==> src/source/decode_pkg.sv <==
//~~~~~~~~~~~~~~~~~~~~~~~~~~~~~~~~~~~~~~~~~~~~~~~~~~~~~~~~~~~~~~~~~~~~
// Decode package for the out-of-order RV32IM decode stage
// Word and index types, opcode/unit/ALU encodings, operand selects
// and the write-back slot constants
//~~~~~~~~~~~~~~~~~~~~~~~~~~~~~~~~~~~~~~~~~~~~~~~~~~~~~~~~~~~~~~~~~~~~
package decode_pkg;

  localparam int CB_INDEX_W = 6;

  typedef logic [31:0]           word_t;
  typedef logic [4:0]            reg_idx_t;
  typedef logic [CB_INDEX_W-1:0] cb_index_t;

  // Reduced RV32 major opcodes
  typedef enum logic [6:0] {
    OPC_LUI     = 7'b0110111,
    OPC_AUIPC   = 7'b0010111,
    OPC_OP_IMM  = 7'b0010011,
    OPC_OP      = 7'b0110011,
    OPC_LOAD    = 7'b0000011,
    OPC_STORE   = 7'b0100011,
    OPC_MISCMEM = 7'b0001111
  } rv_opcode_t;

  typedef enum logic [1:0] {
    FU_ARITH,
    FU_MUL,
    FU_DIV,
    FU_LS
  } fu_t;

  typedef enum logic [3:0] {
    ADD, SUB, SLL, SLT, SLTU, XOR, SRL, SRA, OR, AND
  } alu_op_t;

  typedef enum logic [1:0] {
    SRC_A_RS1, SRC_A_IMM_S, SRC_A_PC, SRC_A_ZERO
  } src_a_sel_t;

  typedef enum logic [1:0] {
    SRC_B_RS2, SRC_B_IMM_I, SRC_B_SHAMT, SRC_B_IMM_U
  } src_b_sel_t;

  // Write-back port reservation, slot n frees after n cycles
  localparam int WB_SLOTS      = 18;
  localparam int ALU_WB_SLOT   = 0;
  localparam int MUL_WB_SLOT   = 3;
  localparam int DIV_WB_SLOT   = 17;
  localparam int DIV_FAST_SLOT = 0;

  // Signed overflow dividend, divider finishes early
  localparam word_t DIV_OVF_DIVIDEND = 32'h8000_0000;

endpackage

==> src/source/decode_ctrl_if.sv <==
//~~~~~~~~~~~~~~~~~~~~~~~~~~~~~~~~~~~~~~~~~~~~~~~~~~~~~~~~~~~~~~~~~~~~
// Decoder control interface
// Carries decoded fields from the instruction decoder to the operand,
// write-back tracking, dispatch and fence logic
//~~~~~~~~~~~~~~~~~~~~~~~~~~~~~~~~~~~~~~~~~~~~~~~~~~~~~~~~~~~~~~~~~~~~
`timescale 1ns/1ps

interface decode_ctrl_if;

  decode_pkg::rv_opcode_t opcode;
  logic                   valid_op;
  decode_pkg::fu_t        fu;
  decode_pkg::alu_op_t    alu_op;
  logic [2:0]             funct3;
  decode_pkg::reg_idx_t   rs1, rs2, rd;
  logic [11:0]            imm_i, imm_s;
  decode_pkg::word_t      imm_u;
  logic [4:0]             shamt;
  decode_pkg::src_a_sel_t src_a_sel;
  decode_pkg::src_b_sel_t src_b_sel;
  logic                   ifence;

  modport decoder (
    output opcode, valid_op, fu, alu_op, funct3, rs1, rs2, rd,
           imm_i, imm_s, imm_u, shamt, src_a_sel, src_b_sel, ifence
  );

  modport operands (input imm_i, imm_s, imm_u, shamt, src_a_sel, src_b_sel);

  modport tracker (input opcode, valid_op, fu);

  modport dispatch (input opcode, valid_op, fu, alu_op, funct3, rd);

  modport fence (input ifence);

endinterface

==> src/source/instr_decoder.sv <==
//~~~~~~~~~~~~~~~~~~~~~~~~~~~~~~~~~~~~~~~~~~~~~~~~~~~~~~~~~~~~~~~~~~~~
// Instruction decoder
// Reduced RV32IM control unit: register fields, immediates, target
// unit, ALU operation and operand selects
//~~~~~~~~~~~~~~~~~~~~~~~~~~~~~~~~~~~~~~~~~~~~~~~~~~~~~~~~~~~~~~~~~~~~
`timescale 1ns/1ps

module instr_decoder (
  input decode_pkg::word_t instr,
  decode_ctrl_if.decoder   ctrl
);

  decode_pkg::rv_opcode_t opc;
  logic [2:0]             funct3;
  logic [6:0]             funct7;
  logic                   is_shift;

  assign opc    = decode_pkg::rv_opcode_t'(instr[6:0]);
  assign funct3 = instr[14:12];
  assign funct7 = instr[31:25];

  // SLLI / SRLI / SRAI take the shift amount
  assign is_shift = (funct3 == 3'b001) || (funct3 == 3'b101);

  // Raw fields
  assign ctrl.opcode = opc;
  assign ctrl.funct3 = funct3;
  assign ctrl.rs1    = instr[19:15];
  assign ctrl.rs2    = instr[24:20];
  assign ctrl.rd     = instr[11:7];
  assign ctrl.imm_i  = instr[31:20];
  assign ctrl.imm_s  = {instr[31:25], instr[11:7]};
  assign ctrl.imm_u  = {instr[31:12], 12'b0};
  assign ctrl.shamt  = instr[24:20];

  always_comb begin
    ctrl.valid_op  = 1'b1;
    ctrl.fu        = decode_pkg::FU_ARITH;
    ctrl.src_a_sel = decode_pkg::SRC_A_RS1;
    ctrl.src_b_sel = decode_pkg::SRC_B_RS2;
    ctrl.ifence    = 1'b0;
    case (opc)
      decode_pkg::OPC_LUI: begin
        ctrl.src_a_sel = decode_pkg::SRC_A_ZERO;
        ctrl.src_b_sel = decode_pkg::SRC_B_IMM_U;
      end
      decode_pkg::OPC_AUIPC: begin
        ctrl.src_a_sel = decode_pkg::SRC_A_PC;
        ctrl.src_b_sel = decode_pkg::SRC_B_IMM_U;
      end
      decode_pkg::OPC_OP_IMM: begin
        ctrl.src_b_sel = is_shift ? decode_pkg::SRC_B_SHAMT : decode_pkg::SRC_B_IMM_I;
      end
      decode_pkg::OPC_OP: begin
        // M extension, low funct3 is multiply
        if (funct7 == 7'b0000001) begin
          ctrl.fu = funct3[2] ? decode_pkg::FU_DIV : decode_pkg::FU_MUL;
        end
      end
      decode_pkg::OPC_LOAD: begin
        ctrl.fu        = decode_pkg::FU_LS;
        ctrl.src_b_sel = decode_pkg::SRC_B_IMM_I;
      end
      decode_pkg::OPC_STORE: begin
        ctrl.fu        = decode_pkg::FU_LS;
        ctrl.src_a_sel = decode_pkg::SRC_A_IMM_S;
      end
      decode_pkg::OPC_MISCMEM: begin
        ctrl.ifence = (funct3 == 3'b001);
      end
      default: ctrl.valid_op = 1'b0;
    endcase
  end

  // ALU operation, address and upper-immediate forms add
  always_comb begin
    ctrl.alu_op = decode_pkg::ADD;
    if ((opc == decode_pkg::OPC_OP) || (opc == decode_pkg::OPC_OP_IMM)) begin
      case (funct3)
        3'b000: ctrl.alu_op = ((opc == decode_pkg::OPC_OP) && instr[30]) ?
                              decode_pkg::SUB : decode_pkg::ADD;
        3'b001: ctrl.alu_op = decode_pkg::SLL;
        3'b010: ctrl.alu_op = decode_pkg::SLT;
        3'b011: ctrl.alu_op = decode_pkg::SLTU;
        3'b100: ctrl.alu_op = decode_pkg::XOR;
        3'b101: ctrl.alu_op = instr[30] ? decode_pkg::SRA : decode_pkg::SRL;
        3'b110: ctrl.alu_op = decode_pkg::OR;
        default: ctrl.alu_op = decode_pkg::AND;
      endcase
    end
  end

endmodule

==> src/source/operand_select.sv <==
//~~~~~~~~~~~~~~~~~~~~~~~~~~~~~~~~~~~~~~~~~~~~~~~~~~~~~~~~~~~~~~~~~~~~
// Operand selection
// Sign-extends immediates, applies bypass data and muxes the two
// functional-unit operands and the store data
//~~~~~~~~~~~~~~~~~~~~~~~~~~~~~~~~~~~~~~~~~~~~~~~~~~~~~~~~~~~~~~~~~~~~
`timescale 1ns/1ps

module operand_select (
  decode_ctrl_if.operands   ctrl,
  input decode_pkg::word_t  pc,
  input decode_pkg::word_t  rs1_data,
  input decode_pkg::word_t  rs2_data,
  input decode_pkg::word_t  rs1_bypass_data,
  input decode_pkg::word_t  rs2_bypass_data,
  input logic               rs1_bypass_ena,
  input logic               rs2_bypass_ena,
  output decode_pkg::word_t port_a,
  output decode_pkg::word_t port_b,
  output decode_pkg::word_t store_data
);

  decode_pkg::word_t imm_i_ext, imm_s_ext;
  decode_pkg::word_t rs1_val, rs2_val;

  assign imm_i_ext = {{20{ctrl.imm_i[11]}}, ctrl.imm_i};
  assign imm_s_ext = {{20{ctrl.imm_s[11]}}, ctrl.imm_s};

  // Bypass wins over the register file
  assign rs1_val = rs1_bypass_ena ? rs1_bypass_data : rs1_data;
  assign rs2_val = rs2_bypass_ena ? rs2_bypass_data : rs2_data;

  assign store_data = rs2_val;

  always_comb begin
    case (ctrl.src_a_sel)
      decode_pkg::SRC_A_RS1:   port_a = rs1_val;
      decode_pkg::SRC_A_IMM_S: port_a = imm_s_ext;
      decode_pkg::SRC_A_PC:    port_a = pc;
      default:                 port_a = '0;
    endcase
  end

  // Stores carry the base register on port B
  always_comb begin
    case (ctrl.src_b_sel)
      decode_pkg::SRC_B_RS2:   port_b = (ctrl.src_a_sel == decode_pkg::SRC_A_IMM_S) ?
                                        rs1_val : rs2_val;
      decode_pkg::SRC_B_IMM_I: port_b = imm_i_ext;
      decode_pkg::SRC_B_SHAMT: port_b = {27'b0, ctrl.shamt};
      default:                 port_b = ctrl.imm_u;
    endcase
  end

  always_comb begin
    assert (!$isunknown({ctrl.src_a_sel, ctrl.src_b_sel}))
      else $error("operand select is unknown");
  end

endmodule

==> src/source/fence_tracker.sv <==
//~~~~~~~~~~~~~~~~~~~~~~~~~~~~~~~~~~~~~~~~~~~~~~~~~~~~~~~~~~~~~~~~~~~~
// fence.i tracker
// One cache flush pulse per fence.i and flush-completion flags
//~~~~~~~~~~~~~~~~~~~~~~~~~~~~~~~~~~~~~~~~~~~~~~~~~~~~~~~~~~~~~~~~~~~~
`timescale 1ns/1ps

module fence_tracker (
  input  logic         CLK,
  input  logic         nRST,
  decode_ctrl_if.fence ctrl,
  input  logic         pc_en,
  input  logic         iflush_done,
  input  logic         dflush_done,
  output logic         icache_flush,
  output logic         dcache_flush,
  output logic         iflushed,
  output logic         dflushed
);

  logic ifence_reg;
  logic ifence_pulse;

  // Back-to-back fences act as one
  always_ff @(posedge CLK, negedge nRST) begin
    if (!nRST) begin
      ifence_reg <= 1'b0;
    end else if (pc_en) begin
      ifence_reg <= ctrl.ifence;
    end
  end

  assign ifence_pulse = ctrl.ifence && !ifence_reg && pc_en;
  assign icache_flush = ifence_pulse;
  assign dcache_flush = ifence_pulse;

  always_ff @(posedge CLK, negedge nRST) begin
    if (!nRST) begin
      iflushed <= 1'b1;
      dflushed <= 1'b1;
    end else begin
      if (ifence_pulse) iflushed <= 1'b0;
      else if (iflush_done && pc_en) iflushed <= 1'b1;
      if (ifence_pulse) dflushed <= 1'b0;
      else if (dflush_done && pc_en) dflushed <= 1'b1;
    end
  end

  assert property (@(posedge CLK) disable iff (!nRST) ifence_pulse |=> !ifence_pulse)
    else $error("flush pulse held for two cycles");

endmodule

==> src/source/wb_conflict_tracker.sv <==
//~~~~~~~~~~~~~~~~~~~~~~~~~~~~~~~~~~~~~~~~~~~~~~~~~~~~~~~~~~~~~~~~~~~~
// Write-back conflict tracker
// Shifting slot register that reserves the shared write-back port for
// ALU, multiply and divide results and flags collisions
//~~~~~~~~~~~~~~~~~~~~~~~~~~~~~~~~~~~~~~~~~~~~~~~~~~~~~~~~~~~~~~~~~~~~
`timescale 1ns/1ps

module wb_conflict_tracker (
  input  logic              CLK,
  input  logic              nRST,
  decode_ctrl_if.tracker    ctrl,
  input  logic              stall_fetch_decode,
  input  decode_pkg::word_t port_a,
  input  decode_pkg::word_t port_b,
  output logic              wb_conflict
);

  logic [decode_pkg::WB_SLOTS-1:0] slots, claim, next_slots;
  logic                            uses_wb;
  logic                            div_special;

  // Loads, stores and fences do not use this port
  assign uses_wb = ctrl.valid_op && (ctrl.opcode != decode_pkg::OPC_MISCMEM) &&
                   (ctrl.fu != decode_pkg::FU_LS);

  // Overflow and divide-by-zero/-1 cases finish right away
  assign div_special = (port_a == decode_pkg::DIV_OVF_DIVIDEND) ||
                       (port_b == '1) || (port_b == '0);

  always_comb begin
    claim = '0;
    if (uses_wb) begin
      case (ctrl.fu)
        decode_pkg::FU_DIV: begin
          if (div_special) claim[decode_pkg::DIV_FAST_SLOT] = 1'b1;
          else claim[decode_pkg::DIV_WB_SLOT] = 1'b1;
        end
        decode_pkg::FU_MUL: claim[decode_pkg::MUL_WB_SLOT] = 1'b1;
        default:            claim[decode_pkg::ALU_WB_SLOT] = 1'b1;
      endcase
    end
  end

  assign wb_conflict = |(slots & claim);
  assign next_slots  = stall_fetch_decode ? slots : (slots | claim);

  always_ff @(posedge CLK, negedge nRST) begin
    if (!nRST) begin
      slots <= '0;
    end else begin
      slots <= next_slots >> 1;
    end
  end

  assert property (@(posedge CLK) disable iff (!nRST)
    (ctrl.opcode inside {decode_pkg::OPC_LOAD, decode_pkg::OPC_STORE,
                         decode_pkg::OPC_MISCMEM}) |-> !wb_conflict)
    else $error("write-back conflict raised for a non-writing unit");

endmodule

==> src/source/dispatch_latch.sv <==
//~~~~~~~~~~~~~~~~~~~~~~~~~~~~~~~~~~~~~~~~~~~~~~~~~~~~~~~~~~~~~~~~~~~~
// Decode/execute latch
// Registers the issue bundle, holds under unit stalls, bubbles on
// flush or decode stall, and requests completion-buffer entries
//~~~~~~~~~~~~~~~~~~~~~~~~~~~~~~~~~~~~~~~~~~~~~~~~~~~~~~~~~~~~~~~~~~~~
`timescale 1ns/1ps

module dispatch_latch (
  input  logic                  CLK,
  input  logic                  nRST,
  decode_ctrl_if.dispatch       ctrl,
  input  logic                  stall_fetch_decode,
  input  logic                  flush,
  input  logic                  stall_au,
  input  logic                  stall_mu,
  input  logic                  stall_du,
  input  logic                  stall_ls,
  input  decode_pkg::cb_index_t cur_tail,
  input  decode_pkg::word_t     port_a_in,
  input  decode_pkg::word_t     port_b_in,
  input  decode_pkg::word_t     store_data_in,
  output logic                  alloc_ena,
  output logic                  au_valid,
  output logic                  mu_valid,
  output logic                  du_valid,
  output logic                  ls_valid,
  output decode_pkg::alu_op_t   issue_alu_op,
  output logic [2:0]            issue_funct3,
  output decode_pkg::reg_idx_t  issue_rd,
  output decode_pkg::cb_index_t issue_index,
  output decode_pkg::word_t     port_a,
  output decode_pkg::word_t     port_b,
  output decode_pkg::word_t     store_data
);

  logic hold, bubble, load, issue;

  assign hold   = stall_au || stall_mu || stall_du || stall_ls;
  assign bubble = !hold && (flush || stall_fetch_decode);
  assign load   = !hold && !bubble;

  // fence.i gets no completion-buffer entry
  assign issue     = ctrl.valid_op && (ctrl.opcode != decode_pkg::OPC_MISCMEM);
  assign alloc_ena = !stall_fetch_decode && issue;

  always_ff @(posedge CLK, negedge nRST) begin
    if (!nRST) begin
      {au_valid, mu_valid, du_valid, ls_valid} <= '0;
    end else if (bubble) begin
      {au_valid, mu_valid, du_valid, ls_valid} <= '0;
    end else if (load) begin
      au_valid <= issue && (ctrl.fu == decode_pkg::FU_ARITH);
      mu_valid <= issue && (ctrl.fu == decode_pkg::FU_MUL);
      du_valid <= issue && (ctrl.fu == decode_pkg::FU_DIV);
      ls_valid <= issue && (ctrl.fu == decode_pkg::FU_LS);
    end
  end

  // Payload
  always_ff @(posedge CLK) begin
    if (load) begin
      issue_alu_op <= ctrl.alu_op;
      issue_funct3 <= ctrl.funct3;
      issue_rd     <= ctrl.rd;
      issue_index  <= cur_tail;
      port_a       <= port_a_in;
      port_b       <= port_b_in;
      store_data   <= store_data_in;
    end
  end

  assert property (@(posedge CLK) disable iff (!nRST)
    $onehot0({au_valid, mu_valid, du_valid, ls_valid}))
    else $error("more than one unit valid");

endmodule

==> src/source/ooo_decode_stage.sv <==
//~~~~~~~~~~~~~~~~~~~~~~~~~~~~~~~~~~~~~~~~~~~~~~~~~~~~~~~~~~~~~~~~~~~~
// Out-of-order decode stage, top level
// Decoder, operand select, fence and write-back tracking and the
// decode/execute latch behind plain ports
//~~~~~~~~~~~~~~~~~~~~~~~~~~~~~~~~~~~~~~~~~~~~~~~~~~~~~~~~~~~~~~~~~~~~
`timescale 1ns/1ps

module ooo_decode_stage (
  input  logic                  CLK,
  input  logic                  nRST,
  input  decode_pkg::word_t     instr,
  input  decode_pkg::word_t     pc,
  input  decode_pkg::word_t     rs1_data,
  input  decode_pkg::word_t     rs2_data,
  input  logic                  rs1_bypass_ena,
  input  logic                  rs2_bypass_ena,
  input  decode_pkg::word_t     rs1_bypass_data,
  input  decode_pkg::word_t     rs2_bypass_data,
  input  decode_pkg::cb_index_t cur_tail,
  input  logic                  stall_fetch_decode,
  input  logic                  flush,
  input  logic                  pc_en,
  input  logic                  stall_au,
  input  logic                  stall_mu,
  input  logic                  stall_du,
  input  logic                  stall_ls,
  input  logic                  iflush_done,
  input  logic                  dflush_done,
  output decode_pkg::reg_idx_t  rs1,
  output decode_pkg::reg_idx_t  rs2,
  output logic                  alloc_ena,
  output logic                  wb_conflict,
  output logic                  icache_flush,
  output logic                  dcache_flush,
  output logic                  iflushed,
  output logic                  dflushed,
  output logic                  au_valid,
  output logic                  mu_valid,
  output logic                  du_valid,
  output logic                  ls_valid,
  output decode_pkg::alu_op_t   issue_alu_op,
  output logic [2:0]            issue_funct3,
  output decode_pkg::reg_idx_t  issue_rd,
  output decode_pkg::cb_index_t issue_index,
  output decode_pkg::word_t     port_a,
  output decode_pkg::word_t     port_b,
  output decode_pkg::word_t     store_data
);

  decode_pkg::word_t sel_port_a, sel_port_b, sel_store_data;

  decode_ctrl_if ctrl_if ();

  // Register file read indices
  assign rs1 = ctrl_if.rs1;
  assign rs2 = ctrl_if.rs2;

  instr_decoder u_instr_decoder (.instr(instr), .ctrl(ctrl_if.decoder));

  operand_select u_operand_select (
    .ctrl(ctrl_if.operands), .pc(pc),
    .rs1_data(rs1_data), .rs2_data(rs2_data),
    .rs1_bypass_data(rs1_bypass_data), .rs2_bypass_data(rs2_bypass_data),
    .rs1_bypass_ena(rs1_bypass_ena), .rs2_bypass_ena(rs2_bypass_ena),
    .port_a(sel_port_a), .port_b(sel_port_b), .store_data(sel_store_data)
  );

  fence_tracker u_fence_tracker (
    .CLK(CLK), .nRST(nRST), .ctrl(ctrl_if.fence), .pc_en(pc_en),
    .iflush_done(iflush_done), .dflush_done(dflush_done),
    .icache_flush(icache_flush), .dcache_flush(dcache_flush),
    .iflushed(iflushed), .dflushed(dflushed)
  );

  wb_conflict_tracker u_wb_conflict_tracker (
    .CLK(CLK), .nRST(nRST), .ctrl(ctrl_if.tracker),
    .stall_fetch_decode(stall_fetch_decode),
    .port_a(sel_port_a), .port_b(sel_port_b), .wb_conflict(wb_conflict)
  );

  dispatch_latch u_dispatch_latch (
    .CLK(CLK), .nRST(nRST), .ctrl(ctrl_if.dispatch),
    .stall_fetch_decode(stall_fetch_decode), .flush(flush),
    .stall_au(stall_au), .stall_mu(stall_mu), .stall_du(stall_du), .stall_ls(stall_ls),
    .cur_tail(cur_tail), .port_a_in(sel_port_a), .port_b_in(sel_port_b),
    .store_data_in(sel_store_data), .alloc_ena(alloc_ena),
    .au_valid(au_valid), .mu_valid(mu_valid), .du_valid(du_valid), .ls_valid(ls_valid),
    .issue_alu_op(issue_alu_op), .issue_funct3(issue_funct3), .issue_rd(issue_rd),
    .issue_index(issue_index), .port_a(port_a), .port_b(port_b), .store_data(store_data)
  );

endmodule

==> config.mk <==
export PLATFORM = sky130hd
export DESIGN_NAME = ooo_decode_stage
export DESIGN_NICKNAME = d
export VERILOG_FILES = /design/src/source/decode_pkg.sv /design/src/source/decode_ctrl_if.sv /design/src/source/instr_decoder.sv /design/src/source/operand_select.sv /design/src/source/fence_tracker.sv /design/src/source/wb_conflict_tracker.sv /design/src/source/dispatch_latch.sv /design/src/source/ooo_decode_stage.sv
export SDC_FILE = /design/constraint.sdc
export NUM_CORES = 1
export LEC_CHECK = 0
export BUFFER_PORTS_ARGS = -buffer_cell sky130_fd_sc_hd__buf_4
export CORE_AREA = 2 2 132 134
export CTS_BUF_LIST = sky130_fd_sc_hd__clkbuf_4
export CTS_CLUSTER_SIZE = 25
export DETAILED_ROUTE_END_ITERATION = 16
export DIE_AREA = 0 0 134 136
export PLACE_DENSITY_LB_ADDON = 0.1
export SLEW_MARGIN = 20
export SYNTH_ARGS = -nofsm -noshare
export SYNTH_HDL_FRONTEND = slang
export SYNTH_SLANG_ARGS = --single-unit
==> constraint.sdc <==
create_clock -name CLK -period 4 [get_ports CLK]
set_input_delay 0.8 -clock CLK [delete_from_list [all_inputs] [get_ports CLK]]
set_output_delay 0.8 -clock CLK [all_outputs]
set_load 0.02 [all_outputs]
==> results of run 1 <==
-- layer usage --
metal | vias to the layer above | GRT usage
met3 | 72 | 0.09620
met2 | 470 | 0.5350
met1 | 3612 | 0.4090
li1 | 3495 | -
met5 | - | 0
met4 | 0 | 0.1330
-- report_power, final --
group / switching [uW] / internal, uW
combinational: 355 / 377
clock: 652 / 356
sequential: 3.74 / 1580
-- worst paths after layout --
path	slack, ns	start	cells past startpoint	end
min in group CLK	0.37	u_wb_conflict_tracker.slots[11]$_DFF_PN0_	0	u_wb_conflict_tracker.slots[10]$_DFF_PN0_
setup / recovery	-0.19	instr[0]	14	wb_conflict
max in group asynchronous	3.62	nRST	1	u_fence_tracker.iflushed$_DFFE_PN1P_
hold reg to reg	0.37	u_wb_conflict_tracker.slots[11]$_DFF_PN0_	0	u_wb_conflict_tracker.slots[10]$_DFF_PN0_
hold / removal	0.08	nRST	1	u_wb_conflict_tracker.slots[12]$_DFF_PN0_
setup reg to reg	3.14	u_fence_tracker.ifence_reg$_DFFE_PN0P_	2	u_fence_tracker.iflushed$_DFFE_PN1P_
-- cells in the mapped netlist (all sizes together), types with 6 or more instances --
cell type / number / area (um2)
nor2b: 8 / 50.05
nor3: 31 / 165.2
nand3: 14 / 70.07
mux2: 40 / 450.4
o211ai: 6 / 45.04
nand2b: 7 / 43.79
a22oi: 7 / 57.55
nand4: 9 / 56.30
dfrtp: 22 / 550.5
a21oi: 42 / 214.0
o21ai: 34 / 170.2
nor4: 12 / 75.07
nand2: 42 / 157.7
clkbuf: 19 / 71.32
inv: 10 / 37.54
edfxtp: 114 / 3423
a31oi: 6 / 37.54
a22o: 11 / 96.34
o22ai: 9 / 56.30
mux2i: 26 / 260.3
nor2: 53 / 222.7
buf: 37 / 230.2
a221oi: 6 / 82.59
a221o: 13 / 130.1
-- what timing repair did --
| action | 4_1_cts | 5_1_grt |
|---|---|---|
| gates resized for setup | 13 | 23 |
| endpoints found under the setup margin | 1 | 1 |
| gates cloned | 0 | 0 |
| buffers inserted | 9 | 2 |
| pin swaps | 13 | 6 |
-- metrics by stage --
step             util  hold WS, ns  setup slack (ns)  TNS, ns
4_1_cts        0.6905      0.04054           -0.1909  -0.1909
2_1_floorplan       -       0.3312           -0.7788   -70.83
5_1_grt        0.6980      0.04054           -0.3167  -0.3167
6_report       0.6980      0.07790           -0.1941  -0.1941
3_3_place_gp   0.6638       0.3327           -0.2061  -0.2061
3_5_place_dp   0.6638       0.3347           -0.2490  -0.2490
-- final cells by class --
type,instances,area [um2],share of cell area
diodes,1,2.502,0.0002124
clock buffers,17,127.6,0.01083
clock inverters,15,192.7,0.01636
inverters,10,37.54,0.003186
multi-input cells,453,3248,0.2757
flip-flops and latches,138,4026,0.3418
well taps,225,281.5,0.02390
repair buffers,505,3864,0.3280
-- cells by family (layout without fill, tap and decap cells) --
logic type	after synthesis	in the layout	synth area share
AOI/OAI and AO/OA	180	180	0.1718
buffers and inverters	66	547	0.04552
DFF	138	138	0.5406
muxes	66	66	0.09541
other	0	1	0
and+or+nand+nor	207	207	0.1466
==> results_dict.tcl, run 1 <==
set metrics [dict create \
    largestRegisters "u_dispatch_latch.port_a x32, u_dispatch_latch.port_b x32, u_dispatch_latch.store_data x32" \
    violations "negative setup slack" \
    timing.final.ws_setup_ns -0.1941 \
    outcome "finished, violations left" \
    mostFrequentLayoutCell "buf_4" \
    worstSetupPathType "input pin to output pin" \
    synth_cell_types 72 \
    finalClockSkew_ns 0.01558 \
    start_util 0.4414 \
    clock_insertion_delay_worst_skew_ns 0.58 \
    maxSlewViolCount 0 \
    grt_pass1_wl_mm 43.89 \
    seq_area_frac_synth 0.5406 \
    path_delay_family "simple AND/OR/NAND/NOR gates" \
    root_buffer "clkbuf_4" \
    yosys_warnings 0 \
    io_pins 345 \
    clock-sinks 138 \
    route.met2.wl_mm 14.40 \
    power_uw 3325 \
    fmaxAchievable_mhz 238.4 \
    synthToLayoutAreaGrowth_pct 58.15 \
    dieArea_um2 18220 \
    met3_length_mm 2.926 \
    drtAntennaViolNets 0 \
    finalInstanceArea_um2 11780 \
    crit_arrival_ns 3.39 \
    placed_cell_area_um2 11200 \
    drive_gt1_frac 0.5404 \
    grt_max_degree 76 \
    antenna_found_initial 1 \
    wl_met1_mm 12.04 \
    synth_edf_count 114 \
    crit_chain "buf_4 -> nand3b_1 -> buf_4 -> nor2_8 -> buf_4 -> buf_4 -> o21ai_1 -> o21ai_1 -> nor4_2 -> nand4_1 -> nor4_2 -> a2111o_1 -> a22o_1 -> buf_6" \
    cts_tree "built" \
    wire_per_inst_um 22.29 \
    fillers 1306 \
    syn_area_um2 7448 \
    port_buffers 344 \
    gp_congestion 0.9654 \
    powerDensity_nw_per_um2 282.3 \
    synth_nets 868 \
    drtPass1Iterations 7 \
    cpMostUsedCell "buf_4" \
    core-area_um2 16880 \
    maxCapViolations 0 \
    overflow 0 \
    via_per_inst 5.608 \
    cts_hold_buf 0 \
    required_ns 3.20 \
    worstPathMaxFanout 8 \
    worst_pin_slew_ns 0.6078 \
    ys_async_sr_fraction 0.1739 \
    drc 0 \
    die_w_um 134 \
    yosys_register_bits 138 \
    synthFlopType "edfxtp_1" \
    max_stage_delay_ns 0.32 \
    drtIter0Drc 965 \
    dp.cells 1320 \
    cp-end-kind "output pin" \
    worst-path-buf-inv 5 \
    grt_usage 0.3274 \
    instances_no_fill 1364 \
    nets 1336 \
    period_needed_ns 4.194 \
    setup_viol 1 \
    clk_pin_slew_ns 0.15 \
    avgSynthCellArea_um2 11.34 \
    die_y_um 136 \
    clockBufferDepth 2 \
    htreeDepth 4 \
    syn_inst 657 \
    start_kind "input pin" \
    hp-class "input pin to asynchronous set/reset pin" \
    max-slew-margin-rel 0.5911 \
    top_layer "met4" \
    cts_buffers 17 \
    grt_pass1_vias 7642 \
    rows 48 \
    ir_drop_mv 0.2027 \
    vias 7649 \
    p_leak_uw 0.005100 \
    hpwlAfterDp_mm 24.49 \
    grt_setup_unrepaired "yes" \
    drt-total-wl_mm 30.41 \
    post-route-period-util 1.049 \
    crit_slowest_cell "nor4_2" \
    hold_viol 0 \
    final_cell_mix "buf_4 (496), edfxtp_1 (114), nor2_1 (51)" \
]
Note: power is estimated with default switching activity, not from simulation.
==> inputs of run 2 (changes only) <==
--- a/config.mk
+++ b/config.mk
@@ -6,11 +6,11 @@
 export NUM_CORES = 1
 export LEC_CHECK = 0
 export BUFFER_PORTS_ARGS = -buffer_cell sky130_fd_sc_hd__buf_4
-export CORE_AREA = 2 2 132 134
+export CORE_AREA = 2 2 134 136
 export CTS_BUF_LIST = sky130_fd_sc_hd__clkbuf_4
 export CTS_CLUSTER_SIZE = 25
 export DETAILED_ROUTE_END_ITERATION = 16
-export DIE_AREA = 0 0 134 136
+export DIE_AREA = 0 0 136 138
 export PLACE_DENSITY_LB_ADDON = 0.1
 export SLEW_MARGIN = 20
 export SYNTH_ARGS = -nofsm -noshare
==> constraint.sdc (replaced) <==
create_clock -name CLK -period 3.4 [get_ports CLK]
set_input_delay 0.68 -clock CLK [delete_from_list [all_inputs] [get_ports CLK]]
set_output_delay 0.68 -clock CLK [all_outputs]
set_load 0.02 [all_outputs]
==> run 2 against run 1 <==
Net effect: clock power up 8%; the run still ends with negative setup slack left; sequential share of layout area about the same; worst setup slack worse by 0.33 ns; count of clock-buffer cells in the layout unchanged; power up 15%; highest routed layer unchanged; worst hold slack better by 0.19 ns.
==> results_dict.tcl, run 2 (synthesized netlist as in run 1, its figures left out) <==
set metrics [dict create \
    setup_viol 1 \
    timing.rr.end "u_fence_tracker.iflushed$_DFFE_PN1P_" \
    clk_pin_slew_ns 0.14 \
    drtPass1Iterations 8 \
    hp-start "cur_tail[0]" \
    htreeDepth 4 \
    synthToLayoutAreaGrowth_pct 58.37 \
    clock_insertion_delay_worst_skew_ns 0.58 \
    maxSlewViolCount 0 \
    crit_end "wb_conflict" \
    root_buffer "clkbuf_4" \
    grt_usage 0.3216 \
    fin_util 0.6728 \
    r2r_start "u_fence_tracker.ifence_reg$_DFFE_PN0P_" \
    power_frac_seq 0.487 \
    antenna_found_initial 1 \
    drtIter0Drc 958 \
    drt-total-wl_mm 30.28 \
    cts_buffers 17 \
    start_util 0.4248 \
    reg2regPathDepth 2 \
    period_needed_ns 3.924 \
    io_pins 345 \
    via_per_inst 5.601 \
    mostFrequentLayoutCell "buf_4" \
    pwr-share-comb 0.227 \
    nets 1350 \
    hold_slack_ns 0.2650 \
    fmaxAchievable_mhz 254.8 \
    clkPwrFrac 0.285 \
    ir_drop_mv 0.2155 \
    drive_gt1_frac 0.5330 \
    netSwitchingFraction 0.2927 \
    gp_congestion 0.9737 \
    grt_setup_unrepaired "yes" \
    worstPathMaxFanout 7 \
    wire_per_inst_um 21.90 \
    finalClockSkew_ns 0.01950 \
    outcome "finished, violations left" \
    required_ns 2.72 \
    cts_tree "built" \
    die_w_um 136 \
    cp-end-kind "output pin" \
    hpwlAfterDp_mm 24.74 \
    powerDensity_nw_per_um2 324.2 \
    startpoint "instr[3]" \
    drc 0 \
    dieArea_um2 18770 \
    port_buffers 344 \
    start_kind "input pin" \
    final_cell_mix "buf_4 (508), edfxtp_1 (114), nor2_1 (51)" \
    p_sw_uw 1120 \
    post-route-period-util 1.154 \
    grt_max_degree 69 \
    timing.final.ws_setup_ns -0.5239 \
    vias 7746 \
    crit_arrival_ns 3.24 \
    maxCapViolations 0 \
    hp-class "input pin to flip-flop" \
    overflow 0 \
    largestRegisters "u_dispatch_latch.port_a x32, u_dispatch_latch.port_b x32, u_dispatch_latch.store_data x32" \
    clockBufferDepth 2 \
    die_y_um 138 \
    max-slew-margin-rel 0.6639 \
    r2r_slack_ns 2.53 \
    hold_viol 0 \
    core-area_um2 17530 \
    worst_pin_slew_ns 0.4979 \
    rows 49 \
    grt_pass1_wl_mm 44.33 \
    clock-sinks 138 \
    worstSetupPathType "input pin to output pin" \
    p_int_uw 2705 \
    drtAntennaViolNets 0 \
    grt_pass1_vias 7446 \
    violations "negative setup slack" \
    p_leak_uw 0.005160 \
]
==> run 2: changes by cell type in the layout (fill, tap and decap cells not counted), moves of 4 or more <==
cell | before | now
buf_12 | 4 | 9
buf_6 | 4 | 0
clkinv_4 | 0 | 4
clkinv_8 | 4 | 0
buf_4 | 496 | 508
==> run 2: routing by layer <==
metal / GRT usage / vias up / wire length (um)
met5: 0 / - / 0
met4: 0.1234 / 0 / 1032
met3: 0.08251 / 69 / 3440
met2: 0.5038 / 499 / 13960
met1: 0.4289 / 3644 / 11850
li1: - / 3534 / -
==> run 2: area by class of cell <==
cell class	count	area [um2]
antenna	2	5.005
clock buffer	17	127.6
clock inverter	15	152.6
fill	1445	5738
inverter	10	37.54
multi-input combinational	453	3142
sequential	138	4026
tap	229	286.5
timing repair buffer	519	4019
==> run 2: what timing repair did <==
item                                    CTS  global route
hold buffers                              1             0
resized for setup                         4             6
endpoints found under the hold margin    22             0
endpoints found under the setup margin    1             1
buffers inserted                          3             3
pin swaps                                 4             4
==> run 2: power groups by stage <==
stage | clock network [uW] | logic, uW | registers (uW)
2_1_floorplan | 0 | 295 | 1920
3_3_place_gp | 0 | 845 | 1900
3_5_place_dp | 0 | 845 | 1900
4_1_cts | 1110 | 853 | 1860
5_1_grt | 1190 | 917 | 1870
6_report | 1090 | 869 | 1860
==> run 2: worst min-delay path by stage <==
stage                                                      to  depth (start not counted)
floorplan            u_wb_conflict_tracker.slots[0]$_DFF_PN0_                          0
global placement     u_wb_conflict_tracker.slots[0]$_DFF_PN0_                          0
detailed placement   u_wb_conflict_tracker.slots[1]$_DFF_PN0_                          0
CTS                 u_dispatch_latch.issue_index[0]$_DFFE_PP_                          1
global route        u_dispatch_latch.issue_index[3]$_DFFE_PP_                          1
finish              u_dispatch_latch.issue_index[0]$_DFFE_PP_                          1
==> run 2: critical path: stages <==
cell,delay (ns)
buf_4,0.14
or4b_4,0.58
nor2_8,0.19
buf_4,0.15
a22oi_2,0.08
or4_4,0.51
a21oi_4,0.14
a31o_1,0.15
o2111a_1,0.18
a2111o_1,0.18
a22o_4,0.13
buf_4,0.13
==> run 2: through the flow <==
stage,TNS [ns],setup WS [ns],total power (uW),std cells,area [um2]
2_1_floorplan,-127.67,-1.259,2218,657,7472
3_5_place_dp,-0.6067,-0.6067,2747,1342,11410
3_3_place_gp,-0.5648,-0.5648,2746,1342,11410
6_report,-0.5239,-0.5239,3825,1383,11800
5_1_grt,-0.6127,-0.6127,3971,1383,11800
4_1_cts,-0.5325,-0.5325,3831,1378,11750
